===== config.mk =====
export PLATFORM = sky130hd
export DESIGN_NAME = apb_uart
export DESIGN_NICKNAME = d
export VERILOG_FILES = /design/src/logic/uart_pkg.sv /design/src/logic/baud_tick_gen.sv /design/src/logic/uart_rx.sv /design/src/logic/uart_tx.sv /design/src/logic/sync_fifo.sv /design/src/logic/apb_uart_regs.sv /design/src/logic/apb_uart.sv
export SDC_FILE = /design/constraint.sdc
export NUM_CORES = 1
export LEC_CHECK = 0
export BUFFER_PORTS_ARGS = -buffer_cell sky130_fd_sc_hd__buf_4
export CAP_MARGIN = 20
export CORE_MARGIN = 3
export CORE_UTILIZATION = 50
export DETAILED_ROUTE_END_ITERATION = 8
export HOLD_SLACK_MARGIN = 0.06
export PLACE_DENSITY = 0.71
export REMOVE_ABC_BUFFERS = 1
export SYNTH_ARGS = -nofsm -noshare
export SYNTH_HDL_FRONTEND = slang
export SYNTH_SLANG_ARGS = --single-unit

===== constraint.sdc =====
create_clock -name i_clk -period 4.85 [get_ports i_clk]
set_input_delay 0.97 -clock i_clk [delete_from_list [all_inputs] [get_ports i_clk]]
set_output_delay 0.97 -clock i_clk [all_outputs]
set_load 0.05 [all_outputs]

===== src/logic/uart_pkg.sv =====
// UART APB shared types
package uart_pkg;

    localparam int APB_ADDR_W = 4;               // Byte address, two registers
    localparam int APB_DATA_W = 32;

    typedef struct packed {
        logic                  psel;
        logic                  penable;
        logic                  pwrite;
        logic [APB_ADDR_W-1:0] paddr;
        logic [APB_DATA_W-1:0] pwdata;
    } apb_req_t;

    typedef struct packed {
        logic [APB_DATA_W-1:0] prdata;
        logic                  pready;           // Tied high, zero wait
        logic                  pslverr;
    } apb_rsp_t;

    // Low bits of STATUS, rx_overrun is bit 0
    typedef struct packed {
        logic tx_full;
        logic tx_empty;
        logic rx_full;
        logic rx_empty;
        logic rx_overrun;                        // Sticky, cleared by STATUS read
    } uart_status_t;

    typedef enum logic [APB_ADDR_W-1:0] {
        ADDR_DATA   = 4'h0,                      // Write pushes tx, read pops rx
        ADDR_STATUS = 4'h4                       // Read only
    } reg_addr_e;

    // Serial frame phases, shared by rx and tx
    typedef enum logic [1:0] {
        IDLE,
        START,
        DATA,
        STOP
    } frame_state_e;

endpackage


===== src/logic/baud_tick_gen.sv =====
// Baud oversampling tick
`timescale 1ns/1ns
module baud_tick_gen #(
    parameter int DVSR = 163                     // Clocks per tick
) (
    input  logic i_clk,
    input  logic i_rst,
    output logic o_tick
);

    localparam int CW = (DVSR > 1) ? $clog2(DVSR) : 1;

    logic [CW-1:0] cnt;                          // 0 .. DVSR-1

    always_ff @(posedge i_clk) begin
        if (i_rst) begin
            cnt <= '0;
        end else if (cnt == CW'(DVSR - 1)) begin
            cnt <= '0;                           // Wrap
        end else begin
            cnt <= cnt + 1'b1;
        end
    end

    assign o_tick = (cnt == CW'(DVSR - 1));      // One cycle per period

endmodule


===== src/logic/uart_rx.sv =====
// Oversampling UART receiver
`timescale 1ns/1ns
module uart_rx #(
    parameter int DBIT    = 8,                   // Data bits
    parameter int SB_TICK = 16                   // Ticks in stop bit
) (
    input  logic            i_clk,
    input  logic            i_rst,
    input  logic            i_rx,
    input  logic            i_tick,
    output logic            o_done,
    output logic [DBIT-1:0] o_data
);

    localparam int SW = (SB_TICK > 16) ? $clog2(SB_TICK) : 4;
    localparam int NW = $clog2(DBIT + 1);

    uart_pkg::frame_state_e state;
    logic [SW-1:0]          s_cnt;               // Ticks within bit
    logic [NW-1:0]          n_cnt;               // Bits received
    logic [DBIT-1:0]        shreg;
    logic                   done_q;

    always_ff @(posedge i_clk) begin
        if (i_rst) begin
            state  <= uart_pkg::IDLE;
            s_cnt  <= '0;
            n_cnt  <= '0;
            done_q <= 1'b0;
        end else begin
            done_q <= 1'b0;
            case (state)
                uart_pkg::IDLE: begin
                    if (!i_rx) begin             // Falling edge, maybe start bit
                        state <= uart_pkg::START;
                        s_cnt <= '0;
                    end
                end
                uart_pkg::START: begin
                    if (i_tick) begin
                        if (s_cnt == SW'(7)) begin
                            s_cnt <= '0;         // Now at start bit center
                            n_cnt <= '0;
                            state <= i_rx ? uart_pkg::IDLE : uart_pkg::DATA;  // Glitch reject
                        end else begin
                            s_cnt <= s_cnt + 1'b1;
                        end
                    end
                end
                uart_pkg::DATA: begin
                    if (i_tick) begin
                        if (s_cnt == SW'(15)) begin
                            s_cnt <= '0;
                            if (n_cnt == NW'(DBIT - 1)) begin
                                state <= uart_pkg::STOP;
                            end else begin
                                n_cnt <= n_cnt + 1'b1;
                            end
                        end else begin
                            s_cnt <= s_cnt + 1'b1;
                        end
                    end
                end
                default: begin
                    if (i_tick) begin
                        if (s_cnt == SW'(SB_TICK - 1)) begin
                            state  <= uart_pkg::IDLE;
                            done_q <= 1'b1;      // Byte complete
                        end else begin
                            s_cnt <= s_cnt + 1'b1;
                        end
                    end
                end
            endcase
        end
    end

    // Sample at bit center, LSB arrives first
    always_ff @(posedge i_clk) begin
        if (state == uart_pkg::DATA && i_tick && s_cnt == SW'(15)) begin
            shreg <= {i_rx, shreg[DBIT-1:1]};
        end
    end

    assign o_done = done_q;
    assign o_data = shreg;

    a_done_pulse: assert property (@(posedge i_clk) disable iff (i_rst) o_done |=> !o_done);

endmodule


===== src/logic/uart_tx.sv =====
// UART serial transmitter
`timescale 1ns/1ns
module uart_tx #(
    parameter int DBIT    = 8,                   // Data bits
    parameter int SB_TICK = 16                   // Ticks in stop bit
) (
    input  logic            i_clk,
    input  logic            i_rst,
    input  logic            i_start,
    input  logic [DBIT-1:0] i_data,
    input  logic            i_tick,
    output logic            o_done,
    output logic            o_tx
);

    localparam int SW = (SB_TICK > 16) ? $clog2(SB_TICK) : 4;
    localparam int NW = $clog2(DBIT + 1);

    uart_pkg::frame_state_e state;
    logic [SW-1:0]          s_cnt;               // Ticks within bit
    logic [NW-1:0]          n_cnt;               // Bits sent
    logic [DBIT-1:0]        shreg;
    logic                   tx_q;                // Registered line, glitch free

    always_ff @(posedge i_clk) begin
        if (i_rst) begin
            state <= uart_pkg::IDLE;
            s_cnt <= '0;
            n_cnt <= '0;
            tx_q  <= 1'b1;                       // Line idles high
        end else begin
            case (state)
                uart_pkg::IDLE: begin
                    tx_q <= 1'b1;
                    if (i_start) begin           // FIFO has a word
                        state <= uart_pkg::START;
                        s_cnt <= '0;
                    end
                end
                uart_pkg::START: begin
                    tx_q <= 1'b0;
                    if (i_tick) begin
                        if (s_cnt == SW'(15)) begin
                            state <= uart_pkg::DATA;
                            s_cnt <= '0;
                            n_cnt <= '0;
                        end else begin
                            s_cnt <= s_cnt + 1'b1;
                        end
                    end
                end
                uart_pkg::DATA: begin
                    tx_q <= shreg[0];            // LSB first
                    if (i_tick) begin
                        if (s_cnt == SW'(15)) begin
                            s_cnt <= '0;
                            if (n_cnt == NW'(DBIT - 1)) begin
                                state <= uart_pkg::STOP;
                            end else begin
                                n_cnt <= n_cnt + 1'b1;
                            end
                        end else begin
                            s_cnt <= s_cnt + 1'b1;
                        end
                    end
                end
                default: begin
                    tx_q <= 1'b1;
                    if (i_tick) begin
                        if (s_cnt == SW'(SB_TICK - 1)) begin
                            state <= uart_pkg::IDLE;
                        end else begin
                            s_cnt <= s_cnt + 1'b1;
                        end
                    end
                end
            endcase
        end
    end

    always_ff @(posedge i_clk) begin
        if (state == uart_pkg::IDLE && i_start) begin
            shreg <= i_data;                     // Latch FIFO head
        end else if (state == uart_pkg::DATA && i_tick && s_cnt == SW'(15)) begin
            shreg <= shreg >> 1;
        end
    end

    // Same edge as return to IDLE, so the next head is ready in IDLE
    assign o_done = (state == uart_pkg::STOP) && i_tick && (s_cnt == SW'(SB_TICK - 1));
    assign o_tx   = tx_q;

    a_idle_high: assert property (@(posedge i_clk) disable iff (i_rst)
        state == uart_pkg::IDLE |-> o_tx);

endmodule


===== src/logic/sync_fifo.sv =====
// Synchronous FIFO
`timescale 1ns/1ns
module sync_fifo #(
    parameter int WIDTH   = 8,
    parameter int DEPTH_W = 2                    // 2^DEPTH_W entries
) (
    input  logic             i_clk,
    input  logic             i_rst,
    input  logic             i_push,
    input  logic             i_pop,
    input  logic [WIDTH-1:0] i_data,
    output logic [WIDTH-1:0] o_data,
    output logic             o_full,
    output logic             o_empty
);

    localparam int DEPTH = 2 ** DEPTH_W;

    logic [WIDTH-1:0]   mem [DEPTH];
    logic [DEPTH_W-1:0] wr_ptr;
    logic [DEPTH_W-1:0] rd_ptr;
    logic [DEPTH_W:0]   count;                   // One extra bit for full
    logic               do_push;
    logic               do_pop;

    assign do_push = i_push && !o_full;          // Drop push when full
    assign do_pop  = i_pop && !o_empty;          // Drop pop when empty

    always_ff @(posedge i_clk) begin
        if (i_rst) begin
            wr_ptr <= '0;
            rd_ptr <= '0;
            count  <= '0;
        end else begin
            if (do_push) wr_ptr <= wr_ptr + 1'b1;
            if (do_pop)  rd_ptr <= rd_ptr + 1'b1;
            count <= count + {{DEPTH_W{1'b0}}, do_push} - {{DEPTH_W{1'b0}}, do_pop};
        end
    end

    always_ff @(posedge i_clk) begin
        if (do_push) mem[wr_ptr] <= i_data;
    end

    assign o_data  = mem[rd_ptr];                // Show-ahead head
    assign o_full  = (count == (DEPTH_W + 1)'(DEPTH));
    assign o_empty = (count == '0);

    a_count_max: assert property (@(posedge i_clk) disable iff (i_rst)
        count <= (DEPTH_W + 1)'(DEPTH));

endmodule


===== src/logic/apb_uart_regs.sv =====
// APB register decoder for UART
`timescale 1ns/1ns
module apb_uart_regs #(
    parameter int DBIT = 8
) (
    input  logic                  i_clk,
    input  logic                  i_rst,
    input  uart_pkg::apb_req_t    i_req,
    input  logic [DBIT-1:0]       i_rx_data,     // rx FIFO head
    input  logic                  i_rx_done,     // Byte from receiver
    input  logic                  i_tx_full,
    input  logic                  i_tx_empty,
    input  logic                  i_rx_full,
    input  logic                  i_rx_empty,
    output uart_pkg::apb_rsp_t    o_rsp,
    output logic                  o_tx_push,
    output logic [DBIT-1:0]       o_tx_data,
    output logic                  o_rx_pop
);

    logic                   access;              // Access phase, completes now
    logic                   is_data;
    logic                   is_status;
    logic                   rd_status;
    logic                   overrun;
    uart_pkg::uart_status_t status;

    assign access    = i_req.psel && i_req.penable;
    assign is_data   = (i_req.paddr == uart_pkg::ADDR_DATA);
    assign is_status = (i_req.paddr == uart_pkg::ADDR_STATUS);
    assign rd_status = access && !i_req.pwrite && is_status;

    assign o_tx_push = access && i_req.pwrite && is_data && !i_tx_full;
    assign o_tx_data = i_req.pwdata[DBIT-1:0];
    assign o_rx_pop  = access && !i_req.pwrite && is_data && !i_rx_empty;

    assign status = '{tx_full:    i_tx_full,
                      tx_empty:   i_tx_empty,
                      rx_full:    i_rx_full,
                      rx_empty:   i_rx_empty,
                      rx_overrun: overrun};

    always_comb begin
        o_rsp         = '0;
        o_rsp.pready  = 1'b1;                    // Zero wait states
        if (access) begin
            if (is_data) begin
                o_rsp.pslverr = i_req.pwrite ? i_tx_full : i_rx_empty;
                if (!i_req.pwrite && !i_rx_empty) begin
                    o_rsp.prdata[DBIT-1:0] = i_rx_data;  // Zero extended
                end
            end else if (is_status) begin
                o_rsp.pslverr = i_req.pwrite;    // Read only
                if (!i_req.pwrite) begin
                    o_rsp.prdata[$bits(uart_pkg::uart_status_t)-1:0] = status;
                end
            end else begin
                o_rsp.pslverr = 1'b1;            // Unmapped
            end
        end
    end

    // Sticky overrun, a new drop wins over the clearing read
    always_ff @(posedge i_clk) begin
        if (i_rst) begin
            overrun <= 1'b0;
        end else if (i_rx_done && i_rx_full) begin
            overrun <= 1'b1;
        end else if (rd_status) begin
            overrun <= 1'b0;
        end
    end

    a_pready: assert property (@(posedge i_clk) disable iff (i_rst) o_rsp.pready);
    a_no_push_full: assert property (@(posedge i_clk) disable iff (i_rst)
        !(o_tx_push && i_tx_full));

endmodule


===== src/logic/apb_uart.sv =====
// UART with APB slave interface
`timescale 1ns/1ns
module apb_uart #(
    parameter int DBIT    = 8,                   // Data bits, at most 32
    parameter int SB_TICK = 16,                  // 16/24/32 for 1/1.5/2 stop bits
    parameter int DVSR    = 163,                 // Clock / (baud * 16)
    parameter int FIFO_W  = 2                    // 2^FIFO_W words per FIFO
) (
    input  logic               i_clk,
    input  logic               i_rst,
    input  uart_pkg::apb_req_t i_apb,
    output uart_pkg::apb_rsp_t o_apb,
    input  logic               i_rx,
    output logic               o_tx
);

    logic            tick;
    logic            rx_done;                    // Receiver byte strobe
    logic [DBIT-1:0] rx_data;
    logic            rx_pop;
    logic [DBIT-1:0] rx_head;
    logic            rx_full;
    logic            rx_empty;
    logic            tx_done;                    // Frame sent, pops tx FIFO
    logic            tx_push;
    logic [DBIT-1:0] tx_wdata;
    logic [DBIT-1:0] tx_head;
    logic            tx_full;
    logic            tx_empty;

    baud_tick_gen #(.DVSR(DVSR)) baud_tick_gen_i (
        .i_clk(i_clk), .i_rst(i_rst), .o_tick(tick));

    uart_rx #(.DBIT(DBIT), .SB_TICK(SB_TICK)) uart_rx_i (
        .i_clk(i_clk), .i_rst(i_rst), .i_rx(i_rx), .i_tick(tick),
        .o_done(rx_done), .o_data(rx_data));

    sync_fifo #(.WIDTH(DBIT), .DEPTH_W(FIFO_W)) rx_fifo_i (
        .i_clk(i_clk), .i_rst(i_rst), .i_push(rx_done), .i_pop(rx_pop),
        .i_data(rx_data), .o_data(rx_head), .o_full(rx_full), .o_empty(rx_empty));

    sync_fifo #(.WIDTH(DBIT), .DEPTH_W(FIFO_W)) tx_fifo_i (
        .i_clk(i_clk), .i_rst(i_rst), .i_push(tx_push), .i_pop(tx_done),
        .i_data(tx_wdata), .o_data(tx_head), .o_full(tx_full), .o_empty(tx_empty));

    uart_tx #(.DBIT(DBIT), .SB_TICK(SB_TICK)) uart_tx_i (
        .i_clk(i_clk), .i_rst(i_rst), .i_start(!tx_empty), .i_data(tx_head),
        .i_tick(tick), .o_done(tx_done), .o_tx(o_tx));

    apb_uart_regs #(.DBIT(DBIT)) apb_uart_regs_i (
        .i_clk      (i_clk),
        .i_rst      (i_rst),
        .i_req      (i_apb),
        .i_rx_data  (rx_head),
        .i_rx_done  (rx_done),                   // Overrun seen with rx_full
        .i_tx_full  (tx_full),
        .i_tx_empty (tx_empty),
        .i_rx_full  (rx_full),
        .i_rx_empty (rx_empty),
        .o_rsp      (o_apb),
        .o_tx_push  (tx_push),
        .o_tx_data  (tx_wdata),
        .o_rx_pop   (rx_pop)
    );

endmodule


# Yosys cells after proc, flatten, opt, wreduce, memory -nomap -nowiden
# Memories as Yosys holds them, arrays and structs flattened. A register that Yosys moved wholly into a read port is not among the register bits.
# Index checks and enable logic that the tools add are counted.
# word_totals
register_bits	61
mem_bits_rw	64
word_cells	182
inputBits	42
output_inout_bits	35
mem_count	2
# memory_table
memory	words	word_bits	rd	rd_clocked_by_memory_dff	write_ports	line	source
rx_fifo_i.mem	4	8	1	1	1	sync_fifo.sv:19	logic [WIDTH-1:0] mem [DEPTH];
tx_fifo_i.mem	4	8	1	1	1	sync_fifo.sv:19	
# classes
reduce_logical	48
n_addsub	13
bitwise_logic	1
n_eq_ne	31
n_mux	69
# op_table
operator	n
two-way mux 4 bit	22
two-way mux 2 bit	21
two-way mux 8 bit	4
one-hot mux 4 bit (2 select lines)	3
logical AND 1 bit	21
inequality test 2 x 1 -> 1 bit, second input constant	9
adder 4 x 1 -> 4 bit, second input constant	4
== test 4 x 3 -> 1 bit, second input constant	4
AND reduction 8 bit	2
two-way mux 5 bit	3
nonzero test 2 bit	7
inequality test 2 bit, second input constant	6
one-hot mux 2 bit (3 select lines)	2
one-hot mux 4 bit (3 select lines)	1
AND reduction 6 bit	2
two-way mux 1 bit	11
adder 2 x 1 -> 2 bit, second input constant	4
adder 8 x 1 -> 8 bit, second input constant	1
== test 4 bit, second input constant	2
== test 8 bit, second input constant	1
adder 3 x 1 -> 3 bit	2
== test 2 bit, second input constant	3
== test 3 bit, second input constant	2
logical NOT 3 bit	2
15 further kinds	23

# Depth between registers and ports, before layout
# Gate-level depths: netlist of the first run.
# logic_depth
ltp_word	7
depth_mapped	12
depth_no_buf	12

# Hierarchy
# Synthesis of the first run repeated with hierarchy kept, for this count alone.
# hier_totals
hier_cells	502
hier_area_um2	6234.7
# by_module_without_submodules
mod	cells_each	n_inst	area_per_inst_um2
sync_fifo at rx_fifo_i	93	1	1634.1
sync_fifo at tx_fifo_i	93	1	1631.6
uart_tx	107	1	1106.1
uart_rx	97	1	979.7
apb_uart_regs	70	1	483.0
baud_tick_gen	41	1	396.6
apb_uart	1	1	3.8

# Worst setup path after synthesis of the first run
# Ideal clock, no wire load.
# synth_timing
kind	input -> output
from	input i_apb[33] (netlist name)
to	output o_apb[2] (netlist name)
required_time_ns	3.880
slack_ns	1.611
stages	3
arrival_time_ns	2.269
n_path_buf	0
cell_sequence	nor3_2 > nand4_1 > o2bb2ai_1
# synth_lines
item	line	source
from (decl)	apb_uart.sv:11	input uart_pkg::apb_req_t i_apb,
to (decl)	apb_uart.sv:12	output uart_pkg::apb_rsp_t o_apb,

==> results of run 1 <==
==> worst max-delay path: stages <==
cell and delay (ns):
buf_4 0.11, nor3_2 0.30, nand4_1 0.41, inv_2 0.23, o2bb2ai_1 0.15, buf_4 0.23
==> area by class of cell <==
class	instances	area share
Sequential cell	129	0.497
Inverter	27	0.0149
Tap cell	143	0.0263
Clock inverter	13	0.0254
Timing Repair Buffer	29	0.0320
Multi-Input combinational cell	294	0.339
Clock buffer	19	0.0651
==> power groups by stage <==
stage	clock, mW	sequential, mW	combinational (mW)
2_1_floorplan	0	1.20	0.112
3_3_place_gp	0	1.20	0.151
3_5_place_dp	0	1.20	0.156
4_1_cts	1.34	1.17	0.156
5_1_grt	1.39	1.18	0.172
6_report	1.31	1.17	0.157
==> through the flow <==
stage | instance area [sq um] | power [mW]
final | 6810 | 2.64
after global routing | 6810 | 2.74
after CTS | 6810 | 2.67
after detailed placement | 6190 | 1.35
after global placement | 6190 | 1.35
after floorplan | 5790 | 1.31
==> kinds of logic after synthesis <==
group                    Yosys count
AO/OA/AOI/OAI                     66
XOR/XNOR                          14
adder cells (fa/ha/maj)           25
buffers and inverters             67
flip-flops                       129
multiplexers                      28
other                              2
AND/OR/NAND/NOR                  136
==> placed cells by master, fill, tap and decap left out, types with 16 or more instances in the layout <==
| cell type | count |
|---|---|
| buf_4 | 29 |
| clkbuf_16 | 17 |
| conb_1 | 25 |
| dfxtp_1 | 49 |
| edfxtp_1 | 80 |
| ha_1 | 23 |
| inv_1 | 26 |
| mux4_2 | 16 |
| nand2_1 | 17 |
| nor2_1 | 29 |
==> sequential cells by signal, summed over array words and instances (netlist names), 3 cells and up, named ones only <==
| register | cells |
|---|---|
| tx_fifo_i.count | 3 |
| rx_fifo_i.count | 3 |
| rx_fifo_i.mem | 32 |
| uart_tx_i.n_cnt | 4 |
| uart_tx_i.s_cnt | 4 |
| uart_rx_i.n_cnt | 4 |
| uart_rx_i.s_cnt | 4 |
| baud_tick_gen_i.cnt | 8 |
| uart_rx_i.o_data | 8 |
| tx_fifo_i.mem | 32 |
| uart_tx_i.shreg | 8 |
==> routing by layer <==
metal / GRT usage / part of all wire / vias to the layer above / routed length [um]
li1: - / - / 1753 / -
met1: 0.211 / 0.43 / 1775 / 4580
met2: 0.298 / 0.52 / 62 / 5580
met3: 0.0511 / 0.035 / 11 / 370
met4: 0.0782 / 0.010 / 0 / 108
met5: 0 / 0 / - / 0
==> worst paths after layout <==
path / start / end / slack (ns) / cells after the start
setup / recovery: i_apb[33] / o_apb[5] / 1.48 / 6
hold / removal: baud_tick_gen_i.cnt[0] / baud_tick_gen_i.cnt[0] / 0.48 / 1
setup reg to reg: rx_fifo_i.count[1] / rx_fifo_i.count[2] / 2.18 / 11
hold reg to reg: baud_tick_gen_i.cnt[0] / baud_tick_gen_i.cnt[0] / 0.48 / 1
==> flow_summary_export.csv, run 1 <==
group,metric,value,unit
status,status,"complete, no violations",
layout,n_fill_cell,883,
worst_setup_path,cp-start-kind,"input port",
routing,first_pass_iters,4,
power,peakVddDrop,0.281,mV
clock_tree,path_clk_slew,0.05,ns
grt,grt_pass1_wl,17900,um
timing,fin_skew,0.0102,ns
clock_tree,cts_made_buffers,17,
floorplan,initial_core_util,0.517,
synthesis,synth.top_cell.area_share,0.403,
layout,finalNonFillerCells,654,
floorplan,io_pins,77,
layout,fin_nets,565,
floorplan,die_w,115,um
worst_setup_path,cp.required,3.88,ns
layout,register_area,3380,sq um
synthesis,synth_area_leaders,"edfxtp_1, dfxtp_1, mux4_2",
routing,via_count,3601,
power,seq_power_share,0.444,
power,power.switching,604,uW
clock_tree,htreeDepth,4,
floorplan,row_count,39,
grt,grt_use_total,0.177,
timing,relSlewSlack,0.562,
timing,setup_violations,0,
synthesis,ys_ff_latch,129,
timing,tightest_slew,0.648,ns
synthesis,synth_top_family_by_area,"simple AND/OR/NAND/NOR gates",
worst_setup_path,cp.arrival,2.40,ns
placed_design,hpwl,7140,um
routing,detail_route.vias_per_cell,5.51,
clock_tree,cts_tree,"done",
synthesis,syn_area,5960,sq um
timing,fmax,297,MHz
synthesis,muxShareOfSynthArea,0.0823,
clock_tree,cts_hold_buf,0,
layout,final_layout_size_suffix_gt1_frac,0.180,
synthesis,yosys_warnings,0,
synthesis,synth_common_cells,"edfxtp_1, dfxtp_1, nor2_1, buf_4, inv_1",
timing,holdWs,0.477,ns
synthesis,synth.most_common_cell,"edfxtp_1",
floorplan,die-area,13300,sq um
power,intPower,2.04,mW
layout,synthToLayoutAreaGrowth,14.2,%
clock_tree,clock_sinks,129,
worst_setup_path,cp_max_fo,7,
floorplan,dieHeight,115,um
power,p_leak,2.47,nW
timing,rsz0062_at_grt,"false",
routing,avgRoutedWirePerCell,16.3,um
synthesis,synth_compound_area_frac,0.0806,
hold_path,hold_path_class,"reg -> reg",
placed_design,place_ws,1.41,ns
synthesis,ys_types,68,
timing,setup_tns,0,ns
run,cap_viol_max_count,0,
clock_tree,clock-root-buffer,"clkbuf_16",
routing,drt_iter0_drc,258,
floorplan,fp.coreArea,11500,sq um
clock_tree,insertion_delay,0.42,ns
synthesis,synth_xor_area_frac,0.0206,
grt,antenna_found_initial,0,
timing,fin_crit,3.37,ns
synthesis,synth_fa_ha_area_frac,0.0550,
layout,utilization,0.591,
worst_setup_path,crit_type,"in -> out",
placed_design,dp.cells,622,
worst_setup_path,end_kind,"output port",
grt,grt_pass1_vias,3663,
clock_tree,cts_setup_buffers,0,
synthesis,synth_ff_type,"edfxtp_1",
layout,n_antenna_cell,0,
routing,routed_wl,10600,um
timing,drv_slew,0,
power,power-per-cell-area,388,nW/um^2
routing,drtAntennaViolNets,0,
power,pwr-share-comb,0.059,
timing,period_share,0.694,
layout,multiInputGateArea,2310,sq um
clock_tree,cts-resized-gates,0,
grt,grt.overflow.total,0,
synthesis,yosys.area_share.simple,0.133,
synthesis,synth-edff-count,80,
clock_tree,cts_buffer_depth,2,
power,power_frac_clock,0.496,
timing,setup_ws,1.48,ns
power,sw_frac_of_total,0.229,
synthesis,synthesis.instances,467,
timing,hold_viol_final,0,
synthesis,avgSynthCellArea,12.8,sq um
placed_design,port_buffers,27,
synthesis,ys_async_sr_fraction,0,
routing,drc,0,
grt,grt_max_degree,40,
synthesis,synth_top_cell_by_area,"edfxtp_1",
placed_design,gp_congestion,0.790,
synthesis,yosysSeqAreaShare,0.568,
No activity file was read; power rests on OpenSTA's default activity.
==> run 2: changes to the inputs <==
--- a/config.mk
+++ b/config.mk
@@ -11,7 +11,7 @@
 export CORE_UTILIZATION = 50
 export DETAILED_ROUTE_END_ITERATION = 8
 export HOLD_SLACK_MARGIN = 0.06
-export PLACE_DENSITY = 0.71
+export PLACE_DENSITY = 0.73
 export REMOVE_ABC_BUFFERS = 1
 export SYNTH_ARGS = -nofsm -noshare
 export SYNTH_HDL_FRONTEND = slang
==> constraint.sdc (replaced) <==
create_clock -name i_clk -period 2.84 [get_ports i_clk]
set_input_delay 0.568 -clock i_clk [delete_from_list [all_inputs] [get_ports i_clk]]
set_output_delay 0.568 -clock i_clk [all_outputs]
set_load 0.05 [all_outputs]
==> run 2 against run 1 <==
Clock-buffer cell count is 1 lower. Worst setup slack lost 1.3 ns. Largest cell class unchanged. Via count up 2.2%. Combinational power increased by 73%. Highest routed layer unchanged. Register-to-register slack lost 1.8 ns. Global-route usage grew 0.11 points.
==> flow_summary_export.csv, run 2 (same netlist as run 1, synthesis figures left out) <==
group,metric,value,unit
status,status,"complete, no violations",
floorplan,die-area,13300,sq um
timing,relSlewSlack,0.560,
routing,drtAntennaViolNets,0,
hold_path,worstHoldPathCells,1,
layout,final_common_cell,"edfxtp_1",
routing,avgRoutedWirePerCell,16.6,um
floorplan,io_pins,77,
timing,setup_ws,0.198,ns
placed_design,hpwl,7330,um
routing,drt_iter0_drc,254,
layout,n_fill_cell,895,
grt,grt_use_total,0.178,
worst_setup_path,cp_max_fo,8,
worst_setup_path,cp-start-kind,"flop",
clock_tree,cts-resized-gates,0,
clock_tree,clock_sinks,129,
worst_setup_path,cp.required,2.27,ns
layout,final_layout_size_suffix_gt1_frac,0.186,
grt,antenna_found_initial,0,
power,peakVddDrop,0.464,mV
placed_design,port_buffers,27,
clock_tree,htreeDepth,4,
floorplan,fp.coreArea,11500,sq um
power,power-per-cell-area,647,nW/um^2
routing,first_pass_iters,5,
hold_path,hold_start,"i_apb[4]",
run,cap_viol_max_count,0,
floorplan,dieHeight,115,um
timing,period_share,0.930,
timing,tightest_slew,0.659,ns
layout,reg_top3,"rx_fifo_i.mem: 32 flops, tx_fifo_i.mem: 32 flops",
clock_tree,path_clk_slew,0.06,ns
worst_setup_path,r2r_cells,11,
grt,grt_pass1_vias,3700,
layout,synthToLayoutAreaGrowth,14.2,%
timing,setup_violations,0,
timing,setup_tns,0,ns
layout,register_area,3380,sq um
clock_tree,cts_made_buffers,17,
timing,fin_skew,0.0130,ns
timing,drv_slew,0,
grt,grt.overflow.total,0,
placed_design,placed_cell_area,6220,sq um
layout,fin_nets,569,
placed_design,place_ws,0.300,ns
worst_setup_path,r2r_start,"rx_fifo_i.count[1]",
grt,grt_max_degree,40,
clock_tree,cts_tree,"done",
floorplan,initial_core_util,0.517,
layout,n_antenna_cell,0,
clock_tree,cts_buffer_depth,2,
hold_path,holdPathEnd,"tx_fifo_i.mem[0][4]",
timing,rsz0062_at_grt,"false",
timing,fin_crit,2.64,ns
clock_tree,cts_hold_buf,0,
grt,grt_pass1_wl,18100,um
worst_setup_path,r2r_slack,0.41,ns
worst_setup_path,cp.arrival,2.07,ns
timing,hold_viol_final,0,
routing,detail_route.vias_per_cell,5.59,
clock_tree,insertion_delay,0.42,ns
power,p_leak,2.48,nW
placed_design,gp_congestion,0.786,
routing,via_count,3679,
worst_setup_path,crit_type,"reg -> out",
layout,final_cell_mix,"edfxtp_1, dfxtp_1, buf_4",
layout,multiInputGateArea,2310,sq um
routing,routed_wl,10900,um
timing,fmax,379,MHz
hold_path,hold_path_class,"in -> reg",
routing,drc,0,
floorplan,die_w,115,um
timing,holdWs,0.349,ns
clock_tree,cts_setup_buffers,0,
worst_setup_path,end_kind,"output port",
clock_tree,clock-root-buffer,"clkbuf_16",
worst_setup_path,r2r-end,"rx_fifo_i.count[2]",
floorplan,row_count,39,
power,fin_total_pwr,4.40,mW
layout,fin_area,6810,sq um
-- run 2: area by class of cell --
class | count | share of cell area
Tap cell | 143 | 0.0263
Sequential cell | 129 | 0.497
Inverter | 27 | 0.0149
Multi-Input combinational cell | 294 | 0.339
Clock inverter | 14 | 0.0228
Clock buffer | 18 | 0.0631
Timing Repair Buffer | 33 | 0.0364
-- run 2: routing by layer --
layer | global-route usage | vias to the layer above | part of all wire
li1 | - | 1774 | -
met1 | 0.213 | 1818 | 0.42
met2 | 0.304 | 79 | 0.52
met3 | 0.0595 | 8 | 0.045
met4 | 0.0563 | 0 | 0.010
met5 | 0 | - | 0
-- run 2: worst max path at each step --
stage                    endpoint  depth (start not counted)  slack (ns)
2_1_floorplan  tx_fifo_i.count[2]                         10        0.05
3_3_place_gp   rx_fifo_i.count[2]                         12        0.36
3_5_place_dp   rx_fifo_i.count[2]                         12        0.30
4_1_cts                  o_apb[6]                          3        0.14
5_1_grt                  o_apb[6]                          3        0.04
6_report                 o_apb[6]                          3        0.20
-- run 2: worst max-delay path, stage by stage, from the launching register on --
cell       delay, ns
dfxtp_1         0.69
mux4_2          0.62
o2bb2ai_1       0.15
buf_4           0.20
-- run 2: where the power goes --
group | total [mW] | internal [mW] | switching, mW | leakage (nW)
combinational | 0.271 | 0.0783 | 0.193 | 1.08
clock | 2.13 | 1.30 | 0.824 | 0.282
sequential | 2.01 | 1.99 | 0.0158 | 1.12
total | 4.40 | 3.37 | 1.03 | 2.48
-- run 2: per-stage QoR --
| stage | util | cells |
|---|---|---|
| floorplan | - | 450 |
| global placement | 0.540 | 626 |
| detailed placement | 0.540 | 626 |
| CTS | 0.591 | 658 |
| global route | 0.591 | 658 |
| finish | 0.591 | 658 |
